===== config.mk =====
export PLATFORM = sky130hd
export DESIGN_NAME = sensorHub
export DESIGN_NICKNAME = d
export VERILOG_FILES = /design/src/source/sensorPkg.sv /design/src/source/reportLink.sv /design/src/source/encoderChannel.sv /design/src/source/beaconFilter.sv /design/src/source/reportProducer.sv /design/src/source/reportFifo.sv /design/src/source/hostSender.sv /design/src/source/sensorHub.sv
export SDC_FILE = /design/constraint.sdc
export NUM_CORES = 1
export LEC_CHECK = 0
export BUFFER_PORTS_ARGS = -buffer_cell sky130_fd_sc_hd__buf_2
export CAP_MARGIN = 20
export CELL_PAD_IN_SITES_DETAIL_PLACEMENT = 2
export CELL_PAD_IN_SITES_GLOBAL_PLACEMENT = 2
export CORE_MARGIN = 8
export CORE_UTILIZATION = 43
export CTS_CLUSTER_DIAMETER = 200
export CTS_CLUSTER_SIZE = 40
export DETAILED_ROUTE_END_ITERATION = 10
export PLACE_DENSITY_LB_ADDON = 0.1
export SLEW_MARGIN = 20
export SYNTH_ARGS = -nofsm -noshare
export SYNTH_HDL_FRONTEND = slang
export SYNTH_HIERARCHICAL = 1
export SYNTH_SLANG_ARGS = --single-unit

===== constraint.sdc =====
create_clock -name clk -period 18.2 [get_ports clk]
set_input_delay 1.82 -clock clk [delete_from_list [all_inputs] [get_ports clk]]
set_output_delay 1.82 -clock clk [all_outputs]
set_load 0.02 [all_outputs]

===== src/source/sensorPkg.sv =====
package sensorPkg;

	// ==============================
	// sizes and timing
	// ==============================
	localparam int numWheels = 4;
	localparam int windowCycles = 200; // scaled down so a run stays short
	localparam int glitchTicks = 4;    // tower ticks of dark that end a reception
	localparam int fifoDepth = 8;

	// left and right wheels are mounted mirrored
	localparam logic [numWheels-1:0] wheelPolarity = 4'b1010;

	localparam int countWidth = 16;
	localparam int posWidth = 8;
	localparam int wheelIdxWidth = $clog2(numWheels);
	localparam int ptrWidth = $clog2(fifoDepth); // depth is a power of two
	localparam int creditWidth = $clog2(fifoDepth + 1);
	localparam int timerWidth = $clog2(windowCycles);
	localparam int gapWidth = $clog2(glitchTicks + 1);

	// beacon filter states
	localparam logic [1:0] beaconWait = 2'd0;
	localparam logic [1:0] beaconRx = 2'd1;
	localparam logic [1:0] beaconGap = 2'd2;

	// ==============================
	// report word
	// ==============================
	typedef enum logic [1:0] {
		speed = 2'd0,
		beacon = 2'd1
	} reportTag;

	typedef struct packed {
		logic direction;
		logic [14:0] count; // half the edge count of the window
	} speedFields;

	typedef struct packed {
		logic [posWidth-1:0] startPos;
		logic [posWidth-1:0] endPos;
	} beaconFields;

	// same 16 bits, read according to the tag
	typedef union packed {
		speedFields speedView;
		beaconFields beaconView;
	} reportPayload;

	typedef struct packed {
		reportTag tag;
		logic [2:0] wheel;  // zero for beacon reports
		logic [3:0] seq;    // window number, wraps
		reportPayload payload;
	} reportWord;

endpackage


===== src/source/reportLink.sv =====
interface reportLink (
	input logic clk
);

	// one word per valid cycle, one credit per freed slot
	logic valid;
	sensorPkg::reportWord word;
	logic creditReturn; // one-cycle pulse per freed slot

	// producing side spends credits
	modport sender (
		input clk,
		output valid,
		output word,
		input creditReturn
	);

	// consuming side hands credits back
	modport receiver (
		input clk,
		input valid,
		input word,
		output creditReturn
	);

endinterface


===== src/source/encoderChannel.sv =====
module encoderChannel (
	input logic clk,
	input logic reset,
	input logic encA,
	input logic encB,
	input logic windowClear,
	output logic [sensorPkg::countWidth-1:0] edgeCount,
	output logic direction
);

	// [0] and [1] synchronize, [2] is the previous level
	logic [2:0] pipeA;
	logic [2:0] pipeB;
	logic riseA;
	logic riseB;
	logic [1:0] rises;

	always_ff @(posedge clk or posedge reset) begin
		if (reset) begin
			pipeA <= '0;
			pipeB <= '0;
		end else begin
			pipeA <= {pipeA[1:0], encA};
			pipeB <= {pipeB[1:0], encB};
		end
	end

	assign riseA = pipeA[1] & ~pipeA[2];
	assign riseB = pipeB[1] & ~pipeB[2];
	assign rises = {1'b0, riseA} + {1'b0, riseB};

	// ==============================
	// edge counter
	// ==============================
	always_ff @(posedge clk or posedge reset) begin
		if (reset) begin
			edgeCount <= '0;
		end else if (windowClear) begin
			edgeCount <= sensorPkg::countWidth'(rises); // edges on the clear cycle start the next window
		end else begin
			edgeCount <= edgeCount + sensorPkg::countWidth'(rises);
		end
	end

	// B level at a rising edge of A gives the turning sense
	always_ff @(posedge clk or posedge reset) begin
		if (reset) begin
			direction <= 1'b0;
		end else if (riseA) begin
			direction <= pipeB[1];
		end
	end

endmodule


===== src/source/beaconFilter.sv =====
module beaconFilter (
	input logic clk,
	input logic reset,
	input logic towerTick,
	input logic towerSync,
	input logic laserSign,
	output logic done,
	output logic [sensorPkg::posWidth-1:0] startPos,
	output logic [sensorPkg::posWidth-1:0] endPos
);

	logic [2:0] tickPipe;
	logic [2:0] syncPipe;
	logic [2:0] laserPipe;
	logic tickRise;
	logic syncRise;
	logic laserRise;
	logic laserFall;
	logic [sensorPkg::posWidth-1:0] towerPos;
	logic [1:0] state;
	logic [sensorPkg::gapWidth-1:0] gapCount;

	always_ff @(posedge clk or posedge reset) begin
		if (reset) begin
			tickPipe <= '0;
			syncPipe <= '0;
			laserPipe <= '0;
		end else begin
			tickPipe <= {tickPipe[1:0], towerTick};
			syncPipe <= {syncPipe[1:0], towerSync};
			laserPipe <= {laserPipe[1:0], laserSign};
		end
	end

	assign tickRise = tickPipe[1] & ~tickPipe[2];
	assign syncRise = syncPipe[1] & ~syncPipe[2];
	assign laserRise = laserPipe[1] & ~laserPipe[2];
	assign laserFall = ~laserPipe[1] & laserPipe[2];

	// tower angle in ticks since the last sync
	always_ff @(posedge clk or posedge reset) begin
		if (reset) begin
			towerPos <= '0;
		end else if (syncRise) begin
			towerPos <= '0;
		end else if (tickRise) begin
			towerPos <= towerPos + 1'b1;
		end
	end

	// ==============================
	// reception FSM
	// ==============================
	always_ff @(posedge clk or posedge reset) begin
		if (reset) begin
			state <= sensorPkg::beaconWait;
			gapCount <= '0;
			done <= 1'b0;
		end else begin
			done <= 1'b0;
			case (state)
				sensorPkg::beaconWait: if (laserRise) state <= sensorPkg::beaconRx;
				sensorPkg::beaconRx: begin
					if (laserFall) begin
						gapCount <= '0;
						state <= sensorPkg::beaconGap;
					end
				end
				sensorPkg::beaconGap: begin
					if (laserRise) begin
						state <= sensorPkg::beaconRx; // dropout bridged
					end else if (tickRise) begin
						if (gapCount == sensorPkg::gapWidth'(sensorPkg::glitchTicks - 1)) begin
							done <= 1'b1;
							state <= sensorPkg::beaconWait;
						end else begin
							gapCount <= gapCount + 1'b1;
						end
					end
				end
				default: state <= sensorPkg::beaconWait;
			endcase
		end
	end

	// end is tentative until the gap runs out
	always_ff @(posedge clk) begin
		if (state == sensorPkg::beaconWait && laserRise) startPos <= towerPos;
		if (state == sensorPkg::beaconRx && laserFall) endPos <= towerPos;
	end

endmodule


===== src/source/reportProducer.sv =====
module reportProducer (
	input logic clk,
	input logic reset,
	input logic [sensorPkg::numWheels-1:0][sensorPkg::countWidth-1:0] edgeCounts,
	input logic [sensorPkg::numWheels-1:0] directions,
	input logic beaconDone,
	input logic [sensorPkg::posWidth-1:0] beaconStart,
	input logic [sensorPkg::posWidth-1:0] beaconEnd,
	output logic windowClear,
	reportLink.sender link
);

	logic [sensorPkg::timerWidth-1:0] windowTimer;
	logic [3:0] windowSeq;
	logic [sensorPkg::creditWidth-1:0] credits;
	logic busy; // snapshot still has wheel reports to send
	logic [sensorPkg::wheelIdxWidth-1:0] sendIdx;
	logic [sensorPkg::numWheels-1:0][sensorPkg::countWidth-2:0] snapCount;
	logic [sensorPkg::numWheels-1:0] snapDir;
	logic [3:0] snapSeq;
	logic beaconFull;
	logic [sensorPkg::posWidth-1:0] holdStart;
	logic [sensorPkg::posWidth-1:0] holdEnd;
	logic sendBeacon;
	logic sendWheel;
	logic takeSnap;
	sensorPkg::reportWord nextWord;

	assign windowClear = windowTimer == sensorPkg::timerWidth'(sensorPkg::windowCycles - 1);
	assign takeSnap = windowClear & ~busy; // else the whole window is skipped
	assign sendBeacon = (credits != '0) & beaconFull;
	assign sendWheel = (credits != '0) & ~beaconFull & busy;

	always_comb begin
		nextWord = '0;
		if (sendBeacon) begin
			nextWord.tag = sensorPkg::beacon;
			nextWord.seq = windowSeq;
			nextWord.payload.beaconView.startPos = holdStart;
			nextWord.payload.beaconView.endPos = holdEnd;
		end else begin
			nextWord.tag = sensorPkg::speed;
			nextWord.wheel = 3'(sendIdx);
			nextWord.seq = snapSeq;
			nextWord.payload.speedView.direction = snapDir[sendIdx];
			nextWord.payload.speedView.count = snapCount[sendIdx];
		end
	end

	// ==============================
	// window timer and credits
	// ==============================
	always_ff @(posedge clk or posedge reset) begin
		if (reset) begin
			windowTimer <= '0;
			windowSeq <= '0;
			credits <= sensorPkg::creditWidth'(sensorPkg::fifoDepth);
			busy <= 1'b0;
			sendIdx <= '0;
			beaconFull <= 1'b0;
			link.valid <= 1'b0;
		end else begin
			windowTimer <= windowClear ? '0 : windowTimer + 1'b1;
			if (windowClear) windowSeq <= windowSeq + 1'b1;
			credits <= credits - sensorPkg::creditWidth'(sendBeacon | sendWheel)
				+ sensorPkg::creditWidth'(link.creditReturn);
			link.valid <= sendBeacon | sendWheel;
			if (takeSnap) begin
				busy <= 1'b1;
				sendIdx <= '0;
			end else if (sendWheel) begin
				if (sendIdx == sensorPkg::wheelIdxWidth'(sensorPkg::numWheels - 1)) busy <= 1'b0;
				else sendIdx <= sendIdx + 1'b1;
			end
			if (beaconDone) beaconFull <= 1'b1; // a newer reception overwrites
			else if (sendBeacon) beaconFull <= 1'b0;
		end
	end

	always_ff @(posedge clk) begin
		if (takeSnap) begin
			for (int i = 0; i < sensorPkg::numWheels; i++) begin
				snapCount[i] <= edgeCounts[i][sensorPkg::countWidth-1:1]; // half always fits 15 bits
			end
			snapDir <= directions ^ sensorPkg::wheelPolarity;
			snapSeq <= windowSeq;
		end
		if (beaconDone) begin
			holdStart <= beaconStart;
			holdEnd <= beaconEnd;
		end
		if (sendBeacon | sendWheel) link.word <= nextWord;
	end

endmodule


===== src/source/reportFifo.sv =====
module reportFifo (
	input logic clk,
	input logic reset,
	reportLink.receiver inLink,
	reportLink.sender outLink
);

	sensorPkg::reportWord mem [sensorPkg::fifoDepth];
	logic [sensorPkg::ptrWidth-1:0] wrPtr;
	logic [sensorPkg::ptrWidth-1:0] rdPtr;
	logic [sensorPkg::creditWidth-1:0] fill;
	logic outCredit; // the sender holds a single slot
	logic empty;
	logic pop;

	assign empty = fill == '0;
	// an empty buffer forwards the incoming word in the same cycle
	assign pop = outCredit & (~empty | inLink.valid);

	// ==============================
	// storage
	// ==============================
	always_ff @(posedge clk) begin
		if (inLink.valid) mem[wrPtr] <= inLink.word; // upstream credit guarantees room
		if (pop) outLink.word <= empty ? inLink.word : mem[rdPtr];
	end

	// pointers wrap on their own
	always_ff @(posedge clk or posedge reset) begin
		if (reset) begin
			wrPtr <= '0;
			rdPtr <= '0;
			fill <= '0;
			outCredit <= 1'b1;
			outLink.valid <= 1'b0;
			inLink.creditReturn <= 1'b0;
		end else begin
			wrPtr <= wrPtr + sensorPkg::ptrWidth'(inLink.valid);
			rdPtr <= rdPtr + sensorPkg::ptrWidth'(pop);
			fill <= fill + sensorPkg::creditWidth'(inLink.valid)
				- sensorPkg::creditWidth'(pop);
			outCredit <= (outCredit & ~pop) | outLink.creditReturn;
			outLink.valid <= pop;
			inLink.creditReturn <= pop; // slot freed
		end
	end

endmodule


===== src/source/hostSender.sv =====
module hostSender (
	input logic clk,
	input logic reset,
	reportLink.receiver link,
	input logic reportReady,
	output logic reportValid,
	output sensorPkg::reportWord reportWord
);

	logic taken;

	assign taken = reportValid & reportReady;

	// ==============================
	// host handshake
	// ==============================
	always_ff @(posedge clk or posedge reset) begin
		if (reset) begin
			reportValid <= 1'b0;
			link.creditReturn <= 1'b0;
		end else begin
			if (link.valid) begin
				reportValid <= 1'b1;
			end else if (taken) begin
				reportValid <= 1'b0;
			end
			link.creditReturn <= taken; // buffer free again
		end
	end

	// word only changes once the previous one is gone
	always_ff @(posedge clk) begin
		if (link.valid) reportWord <= link.word;
	end

endmodule


===== src/source/sensorHub.sv =====
module sensorHub (
	input logic clk,
	input logic reset,
	input logic [sensorPkg::numWheels-1:0] encA,
	input logic [sensorPkg::numWheels-1:0] encB,
	input logic towerTick,
	input logic towerSync,
	input logic laserSign,
	input logic reportReady,
	output logic reportValid,
	output sensorPkg::reportWord reportWord
);

	logic [sensorPkg::numWheels-1:0][sensorPkg::countWidth-1:0] edgeCounts;
	logic [sensorPkg::numWheels-1:0] directions;
	logic windowClear;
	logic beaconDone;
	logic [sensorPkg::posWidth-1:0] beaconStart;
	logic [sensorPkg::posWidth-1:0] beaconEnd;

	reportLink prodLink (.clk(clk));
	reportLink sendLink (.clk(clk));

	// ==============================
	// measurement
	// ==============================
	for (genvar w = 0; w < sensorPkg::numWheels; w++) begin : wheel
		encoderChannel i_encoder (
			.clk(clk),
			.reset(reset),
			.encA(encA[w]),
			.encB(encB[w]),
			.windowClear(windowClear),
			.edgeCount(edgeCounts[w]),
			.direction(directions[w])
		);
	end

	beaconFilter i_beacon (
		.clk(clk),
		.reset(reset),
		.towerTick(towerTick),
		.towerSync(towerSync),
		.laserSign(laserSign),
		.done(beaconDone),
		.startPos(beaconStart),
		.endPos(beaconEnd)
	);

	// ==============================
	// report path
	// ==============================
	reportProducer i_producer (
		.clk(clk),
		.reset(reset),
		.edgeCounts(edgeCounts),
		.directions(directions),
		.beaconDone(beaconDone),
		.beaconStart(beaconStart),
		.beaconEnd(beaconEnd),
		.windowClear(windowClear),
		.link(prodLink.sender)
	);

	reportFifo i_fifo (
		.clk(clk),
		.reset(reset),
		.inLink(prodLink.receiver),
		.outLink(sendLink.sender)
	);

	hostSender i_sender (
		.clk(clk),
		.reset(reset),
		.link(sendLink.receiver),
		.reportReady(reportReady),
		.reportValid(reportValid),
		.reportWord(reportWord)
	);

endmodule


# Yosys cells after proc, flatten, opt, wreduce, memory -nomap -nowiden
# Memory sizes are Yosys's and may differ from the RTL's.
# Cells that the tools add are included.
# W data, S select, Z words.
dict set report word_totals {
  reg_bits 325
  latch_bits 0
  mem_bits_rw 200
  rom_bits 0
  output_inout_bits 26
  word_cells 190
  n_memories 1
}
# name depth word_bits rd rd_ports_with_merged_regs wr line
set memory_table {}
lappend memory_table {i_fifo.mem 8 25 1 0 1 reportFifo.sv:8} ;# sensorPkg::reportWord mem [sensorPkg::fifoDepth];
dict set report op_classes {
  n_addsub 19
  multipliers 0
  n_div 0
  n_lt_le_gt_ge 1
  eq_ne 13
  n_shift 0
  muxes 41
  n_bitwise 40
  n_reduce_logical 15
}
# op count
set op_table {}
lappend op_table {{$add A16 B2 Y16} 4}
lappend op_table {{$mux W16} 4}
lappend op_table {{$bmux W15 S2} 1}
lappend op_table {{$mux W25} 1}
lappend op_table {{$mux W8} 3}
lappend op_table {{$mux W20} 1}
lappend op_table {{$and A1 B1 Y1} 19}
lappend op_table {{$add A8 B1 Y8 const B} 2}
lappend op_table {{$mux W2} 8}
lappend op_table {{$not A1 Y1} 16}
lappend op_table {{$mux W1} 15}
lappend op_table {{$mux W15} 1}
lappend op_table {{$mux W3} 4}
lappend op_table {{$reduce_bool A2 Y1} 6}
lappend op_table {{$add A1 B1 Y2} 4}
lappend op_table {{$add A4 B1 Y4} 2}
lappend op_table {{$eq A8 B8 Y1 const B} 1}
lappend op_table {{$ne A2 B1 Y1 const B} 4}
lappend op_table {{$add A3 B1 Y3} 2}
lappend op_table {{$ne A3 B1 Y1 const B} 2}
lappend op_table {{$pmux W2 S3} 1}
lappend op_table {{$pmux W3 S2} 1}
lappend op_table {{$reduce_and A5 Y1} 1}
lappend op_table {{$add A4 B1 Y4 const B} 1}
lappend op_table {{18 further kinds} 25}

# Logic depth before layout (Yosys ltp)
# Gate-level depths: netlist of run 1.
dict set report logic_depth {
  depth_word 7
  mapped_depth 10
}

# Cells and area by module
# Netlist of run 1, hierarchy kept.
# module n_inst cells_each area_per_inst_um2 seq_area_each_um2
set by_module_without_submodules {}
lappend by_module_without_submodules {reportFifo 1 512 9385.3 7058.0}
lappend by_module_without_submodules {reportProducer 1 250 5027.3 3739.8}
lappend by_module_without_submodules {encoderChannel 4 95 1076.0 575.6}
lappend by_module_without_submodules {beaconFilter 1 97 1445.1 1056.0}
lappend by_module_without_submodules {hostSender 1 31 823.3 800.8}

# Worst setup path before layout of run 1
# Ideal clock, no wire load.
dict set report synth_timing {
  path_kind {register -> register}
  startpoint {register i_producer/windowTimer[0] in the netlist's numbering}
  endpoint {register i_producer/snapCount[0] in the netlist's numbering, enable pin}
  setup_time_ps 585
  arrival_ps 5629
  required_ps 17615
  path_slack_ps 11987
  path_stages_with_launch 4
  path_buffers 0
  period_less_slack_ps 6213
  path_cell_list {dfrtp_1 -> ha_1 -> nand4bb_4 -> nor3_1}
}
dict set report synth_between {
  elab_chain_cells 2
}
# element line
set synth_rtl {}
lappend synth_rtl {{from (decl)} reportProducer.sv:13} ;# logic [sensorPkg::timerWidth-1:0] windowTimer;
lappend synth_rtl {{from (signal assigned)} reportProducer.sv:63} ;# windowTimer <= windowClear ? '0 : windowTimer + 1'b1;
lappend synth_rtl {{$eq A8 B8 Y1} reportProducer.sv:29} ;# assign windowClear = windowTimer == sensorPkg::timerWidth'(sensorPkg::windowCycles - 1);
lappend synth_rtl {{$and A1 B1 Y1} reportProducer.sv:30} ;# assign takeSnap = windowClear & ~busy;
lappend synth_rtl {{net i_producer.takeSnap} reportProducer.sv:26} ;# logic takeSnap;
lappend synth_rtl {{to (signal, indexed assignment)} reportProducer.sv:83} ;# snapCount[i] <= edgeCounts[i][sensorPkg::countWidth-1:1];
lappend synth_rtl {{to (decl)} reportProducer.sv:18} ;# logic [sensorPkg::numWheels-1:0][sensorPkg::countWidth-2:0] snapCount;
# The timed path passes the listed nets, and every way through them passes these cells.
# A chain may end at the register's enable or synchronous reset.

# Worst setup path after layout of run 1
dict set report layout_timing {
  startpoint {register i_sender.reportValid}
  endpoint {output port reportValid}
}
# element line
set layout_rtl {}
lappend layout_rtl {{from (decl)} hostSender.sv:6} ;# output logic reportValid,
lappend layout_rtl {{from (signal assigned)} hostSender.sv:19} ;# reportValid <= 1'b0;
lappend layout_rtl {{from (signal assigned)} hostSender.sv:23} ;# reportValid <= 1'b1;
lappend layout_rtl {{from (signal assigned)} hostSender.sv:25} ;# reportValid <= 1'b0;
lappend layout_rtl {{to (decl)} sensorHub.sv:10} ;# output logic reportValid,
# No word-level cell between the ends.

==> impl_metrics.tcl, run 1 <==
set metrics [dict create \
    status "completed" \
    worst_max_slew_pin_slew_ns 0.9351 \
    ys_types 65 \
    cts_buffer_depth 3 \
    post_drt_wl_per_cell_um 24.12 \
    met1_track_utilization_from_global_routing_pct 19.64 \
    final_util_pct 46.09 \
    cts_tree "built" \
    global_route.usage.met2_pct 31.10 \
    worstHoldStart "wheel[2].i_encoder/pipeA[0]" \
    core_region_area_sq_um 48550 \
    cts-buffers-inserted 17 \
    clock-sinks 523 \
    p_per_area_nw_per_um2 89.42 \
    floorplan.initialDensity_pct 43.23 \
    routabilityCongestion 0.7066 \
    timing_max_transition_violations_final 0 \
    layout_cell_share_with_drive_strength_beyond_1_pct 16.37 \
    slowest_stage "sky130_fd_sc_hd__dfrtp_1" \
    post_synth_instance_area_sq_um 20990 \
    setup.worst_path.start_class "flop" \
    holdCritPathClass "flop to flop" \
    antenna_violations_before_repair 0 \
    avgViaCountPerCell 5.496 \
    leakage_nw 7.292 \
    layout.cells.most_common_list "373 x sky130_fd_sc_hd__edfxtp_1, 147 x sky130_fd_sc_hd__dfrtp_1, 55 x sky130_fd_sc_hd__nor2_1, 55 x sky130_fd_sc_hd__mux2i_1, 50 x sky130_fd_sc_hd__nand2_1" \
    first_global_vias 11863 \
    insertion_delay_ns 0.58 \
    synth_area_per_cell_sq_um 16.52 \
    drt_first_pass_iters 4 \
    cp_slowest_stage_delay_ns 0.42 \
    rsz_0062_raised_after_global_routing "false" \
    drc 0 \
    count_of_flip_flops_with_a_built_in_enable_after_synthesis 373 \
    areaGrowthSynthToFinish_pct 6.612 \
    drv.max_cap_violation_count 0 \
    synth.area.top_cells "sky130_fd_sc_hd__edfxtp_1 53%, sky130_fd_sc_hd__dfrtp_1 18%, sky130_fd_sc_hd__mux2i_1 2.6%" \
    whs_ns 0.3093 \
    synth_top_cell_by_area "sky130_fd_sc_hd__edfxtp_1" \
    seq_area_frac_synth_pct 71.27 \
    antenna_cells_inserted 0 \
    synth_warnings 6 \
    grt.overflow.total 0 \
    design.die.area_sq_um 56130 \
    htree_levels 1 \
    cp_data_arrival_time_ns 1.16 \
    crit-reg2reg-launch "i_fifo/fill[2]" \
    fmax_mhz 335.1 \
    maximum_number_of_pins_on_one_net_before_global_route_repair 70 \
    worst_ir_drop_vdd_mv 0.05964 \
    main_synth_ff_type "sky130_fd_sc_hd__edfxtp_1" \
    postSynthCellCount 1270 \
    rrSetupSlack_ns 15.48 \
    layout.nets 1347 \
    layout_min_cycle_time_ns 2.984 \
    route.final.wire_length_um 46530 \
    timing.critical_path.buf_inv 1 \
    critical_path.startpoint "i_sender/reportValid" \
    grt_usage_pct 16.57 \
    sequentialPowerShare_pct 67.9 \
    drtAntennaViolNets 0 \
    vias 10601 \
    cts_root_cell "sky130_fd_sc_hd__clkbuf_16" \
    totalNegativeSetupSlack_ns 0 \
    post-cts-setup-buffers 0 \
    met3_usage_pct 1.790 \
    ctsHoldBuffers 0 \
    slew_headroom_pct 37.59 \
    post_cts.resized_instances 0 \
    row_count 81 \
    sw_frac_of_total_pct 23.03 \
    timing.clock.skew_ns 0.07879 \
    cp_cell_sequence "buf_2" \
    path_clk_slew_ns 0.14 \
    setup.worst_path.class "flop to output port" \
    critPathTopFamily "flip-flops" \
    finalSetupViolations 0 \
    combPwrFrac_pct 5.4 \
    grt_pass1_wl_um 71860 \
    share_clk_of_total_power_pct 26.7 \
    io_pins 40 \
    timing.final.hold_violations 0 \
    final.period_utilization_pct 16.40 \
    die_width_um 236.9 \
    drt_iter0_markers 510 \
    p_sw_w 0.0004607 \
    final_common_cell "sky130_fd_sc_hd__edfxtp_1" \
    synth_async_sr_flop_share_pct 28.68 \
    power_report.internal_total_w 0.001540 \
    vertical_die_dimension_um 236.9 \
    crit_required_ns 16.38 \
    post-synth-top-area-fraction_pct 53.37 \
    critical_path.endpoint_type "output port" \
    synth.ff_latch_count 523 \
    critical_path_peak_fanout 3 \
    post-dp-hpwl_um 30220 \
    grt.busiest_layer "met2" \
    port_buffers 39 \
]
worst register-to-register path, stage by stage (launching register included):
cell and delay [ns]:
sky130_fd_sc_hd__dfrtp_1 0.39, sky130_fd_sc_hd__inv_1 0.07, sky130_fd_sc_hd__ha_1 0.14, sky130_fd_sc_hd__nor3b_4 0.17, sky130_fd_sc_hd__buf_4 0.62, sky130_fd_sc_hd__a21bo_2 0.33
sky130_fd_sc_hd__clkinv_1 0.34, sky130_fd_sc_hd__buf_4 0.39
state kept, by name (all words and copies together), names as in the netlist, 4 cells and up:
signal,count
i_producer/credits,4
wheel.i_encoder/pipeA,12
i_fifo/mem,200
i_fifo/fill,4
i_producer/windowSeq,4
i_producer/snapCount,60
i_fifo/outLink.word,25
i_producer/holdEnd,8
wheel.i_encoder/pipeB,12
i_producer/windowTimer,8
i_producer/snapSeq,4
i_producer/snapDir,4
i_beacon/startPos,8
i_beacon/towerPos,8
i_sender/reportWord,25
wheel.i_encoder/edgeCount,64
i_producer/link.word,23
wheel.i_encoder/direction,4
i_producer/holdStart,8
i_beacon/endPos,8
metrics by stage:
| stage | power (W) | area [sq um] | setup slack (ns) | instances |
|---|---|---|---|---|
| after floorplan | 0.001450 | 20990 | 11.99 | 1271 |
| after global placement | 0.001481 | 21820 | 15.37 | 1897 |
| after detailed placement | 0.001493 | 21820 | 15.34 | 1897 |
| after CTS | 0.002033 | 22330 | 15.18 | 1927 |
| after global routing | 0.002080 | 22370 | 15.16 | 1929 |
| final | 0.002001 | 22370 | 15.22 | 1929 |
area by class of cell:
| class | count | area, sq um |
|---|---|---|
| Multi-Input combinational cell | 648 | 5579 |
| Clock buffer | 28 | 466.7 |
| Sequential cell | 523 | 14960 |
| Clock inverter | 2 | 38.79 |
| Tap cell | 622 | 778.2 |
| Inverter | 47 | 176.4 |
| Timing Repair Buffer | 59 | 372.9 |
| Fill cell | 4519 | 26170 |
layer usage:
layer	part of all wire (%)	wire length, um
met4	3.3	1537
met2	54	25060
met1	41	18930
met5	0	0
met3	2.2	1004
power groups by stage:
| stage | Clock [W] | Sequential [W] | Combinational [W] |
|---|---|---|---|
| final | 0.000535 | 0.00136 | 0.000108 |
| after global placement | 0 | 0.00138 | 0.0000994 |
| after floorplan | 0 | 0.00137 | 0.0000817 |
| after CTS | 0.000563 | 0.00136 | 0.000111 |
| after global routing | 0.000591 | 0.00136 | 0.000124 |
| after detailed placement | 0 | 0.00138 | 0.000109 |
synth_stat cells (all sizes together) (28+ instances only):
master / number
mux2: 79
dfrtp: 148
inv: 47
xnor2: 35
o31ai: 30
mux2i: 55
edfxtp: 373
buf: 28
nor2: 64
a21oi: 30
ha: 31
nand2: 50
worst paths after layout:
check	to	cells after the start
worst max-delay path	reportValid	1
worst min-delay path	wheel[2].i_encoder/pipeA[1]	0
worst max register to register	i_fifo/outLink.word[24]	7
worst min register to register	wheel[2].i_encoder/pipeA[1]	0
max in group asynchronous	wheel[2].i_encoder/pipeA[0]	2
min in group asynchronous	i_sender/reportValid	2
cell families after synthesis:
| family | after synthesis | share of synthesized area, % |
|---|---|---|
| other | 1 | 0.01787 |
| AND/OR/NAND/NOR | 251 | 7.232 |
| flip-flops | 523 | 71.27 |
| buffers and inverters | 100 | 2.474 |
| adder cells (fa/ha/maj) | 37 | 2.421 |
| multiplexers | 150 | 8.866 |
| AO/OA/AOI/OAI | 153 | 5.420 |
| XOR/XNOR | 55 | 2.295 |
(Power assumes the default switching activity.)
==> inputs of run 2 (changes only) <==
- clock period: 18.2 -> 3 ns (I/O delays scaled with it)
==> impl_metrics.tcl, run 2 (synthesis results as in run 1) <==
set metrics [dict create \
    status "completed" \
    cts_tree "built" \
    totalNegativeSetupSlack_ns 0 \
    layout_min_cycle_time_ns 2.447 \
    share_clk_of_total_power_pct 26.6 \
    route.final.wire_length_um 47310 \
    worst_max_slew_pin_slew_ns 0.9432 \
    antenna_cells_inserted 0 \
    post-cts-setup-buffers 0 \
    vias 10698 \
    layout.nets 1370 \
    maximum_number_of_pins_on_one_net_before_global_route_repair 77 \
    antenna_violations_before_repair 0 \
    htree_levels 1 \
    cts_buffer_depth 3 \
    drv.max_cap_violation_count 0 \
    p_total_w 0.01214 \
    core_region_area_sq_um 48550 \
    sequentialPowerShare_pct 68.0 \
    regToRegEndpoint "wheel[1].i_encoder/edgeCount[12]" \
    drc 0 \
    cts_root_cell "sky130_fd_sc_hd__clkbuf_16" \
    crit-reg2reg-launch "wheel[1].i_encoder/pipeB[1]" \
    drt_iter0_markers 620 \
    post-dp-hpwl_um 31480 \
    final.period_utilization_pct 81.55 \
    dp_cells 1909 \
    ctsHoldBuffers 13 \
    p_per_area_nw_per_um2 536.3 \
    vertical_die_dimension_um 236.9 \
    layoutNonFillerInstCount 1951 \
    final_common_cell "sky130_fd_sc_hd__edfxtp_1" \
    design_area_sq_um 22650 \
    first_global_vias 12104 \
    holdCritPathClass "primary input to asynchronous set/reset pin" \
    grt_pass1_wl_um 73970 \
    clock-sinks 523 \
    power_report.internal_total_w 0.009344 \
    rrSetupSlack_ns 0.55 \
    die_width_um 236.9 \
    critical_path.endpoint_type "flop" \
    post_cts.resized_instances 0 \
    cts-buffers-inserted 17 \
    timing_max_transition_violations_final 0 \
    floorplan.initialDensity_pct 43.23 \
    registers.top_by_ff_count "i_fifo/mem" \
    worst_ir_drop_vdd_mv 0.3246 \
    sw_frac_of_total_pct 23.06 \
    areaGrowthSynthToFinish_pct 7.912 \
    largest_register_ffs 200 \
    crit_required_ns 3.50 \
    fmax_mhz 408.7 \
    timing.reg2reg.worst_path_depth 7 \
    critical_path.startpoint "wheel[1].i_encoder/pipeB[1]" \
    routabilityCongestion 0.7295 \
    drt_first_pass_iters 4 \
    slew_headroom_pct 37.05 \
    insertion_delay_ns 0.57 \
    layout.cells.most_common_list "373 x sky130_fd_sc_hd__edfxtp_1, 147 x sky130_fd_sc_hd__dfrtp_1, 55 x sky130_fd_sc_hd__nor2_1, 55 x sky130_fd_sc_hd__mux2i_1, 50 x sky130_fd_sc_hd__nand2_1" \
    grt.overflow.total 0 \
    combPwrFrac_pct 5.3 \
    row_count 81 \
    fill_cells 4488 \
    setup.worst_path.class "flop to flop" \
    path_clk_slew_ns 0.14 \
    placed_cell_area_sq_um 22020 \
    cp_data_arrival_time_ns 2.95 \
    layout_top_registers "i_fifo/mem: 200 flops, wheel.i_encoder/edgeCount: 64 flops, i_producer/snapCount: 60 flops" \
    io_pins 40 \
    port_buffers 39 \
    critical_path_peak_fanout 9 \
    avgViaCountPerCell 5.483 \
    p_sw_w 0.002800 \
    dp_worst_setup_slack_ns 0.5556 \
    layout_cell_share_with_drive_strength_beyond_1_pct 16.63 \
    design.die.area_sq_um 56130 \
    finalSetupViolations 0 \
    grt_usage_pct 16.94 \
    setup.worst_path.start_class "flop" \
    postLayoutSetupSlackWorst_ns 0.5535 \
    drtAntennaViolNets 0 \
    post_drt_wl_per_cell_um 24.25 \
    timing.final.hold_violations 0 \
    rsz_0062_raised_after_global_routing "false" \
    timing.clock.skew_ns 0.07284 \
    leakage_nw 7.381 \
]
run 2: cell count changes in the layout (fill, tap and decap cells not counted), sizes merged:
cell and delta:
inv -1, buf +10, dlygate4sd3 +13
run 2: critical path: stages (launching register included):
cell and delay, ns:
sky130_fd_sc_hd__dfrtp_1 0.42, sky130_fd_sc_hd__nor2b_1 0.14, sky130_fd_sc_hd__ha_1 0.29, sky130_fd_sc_hd__ha_1 0.21
sky130_fd_sc_hd__inv_1 0.07, sky130_fd_sc_hd__fa_1 0.52, sky130_fd_sc_hd__or4_1 0.56, sky130_fd_sc_hd__a21oi_1 0.17
run 2: routing by layer:
metal / wire, um / track usage, % / share of wire (%) / up-vias
met5: 0 / 0 / 0 / -
met2: 24840 / 30.71 / 53 / 102
met4: 1091 / 4.288 / 2.3 / 0
li1: - / - / - / 4839
met1: 20210 / 21.39 / 43 / 5710
met3: 1155 / 1.953 / 2.4 / 47
run 2: power by group through the flow:
stage / registers [W] / logic (W) / clock network, W
finish: 0.00826 / 0.000648 / 0.00323
detailed placement: 0.00843 / 0.000649 / 0
CTS: 0.00827 / 0.000667 / 0.00341
floorplan: 0.00830 / 0.000495 / 0
global placement: 0.00841 / 0.000597 / 0
global route: 0.00831 / 0.000759 / 0.00359
run 2: per-stage QoR:
stage	util [%]	hold slack (ns)
5_1_grt	46.65	0.2725
2_1_floorplan	-	0.04118
3_5_place_dp	45.36	0.3275
4_1_cts	46.65	0.2414
3_3_place_gp	45.36	0.3106
6_report	46.65	0.2655
run 2: layout make-up:
cell class | instances | area (sq um) | area share, %
multi-input combinational | 648 | 5570 | 24.60
clock buffer | 28 | 466.7 | 2.061
clock inverter | 1 | 30.03 | 0.1326
tap | 622 | 778.2 | 3.437
inverter | 47 | 176.4 | 0.7790
sequential | 523 | 14960 | 66.06
timing repair buffer | 82 | 663.1 | 2.928
run 2: worst max path at each step:
stage	end	depth (start not counted)
floorplan	i_producer/snapCount[0]	3
global route	wheel[2].i_encoder/edgeCount[12]	7
finish	wheel[1].i_encoder/edgeCount[12]	7
detailed placement	wheel[1].i_encoder/edgeCount[12]	7
CTS	wheel[2].i_encoder/edgeCount[12]	7
global placement	wheel[3].i_encoder/edgeCount[12]	7
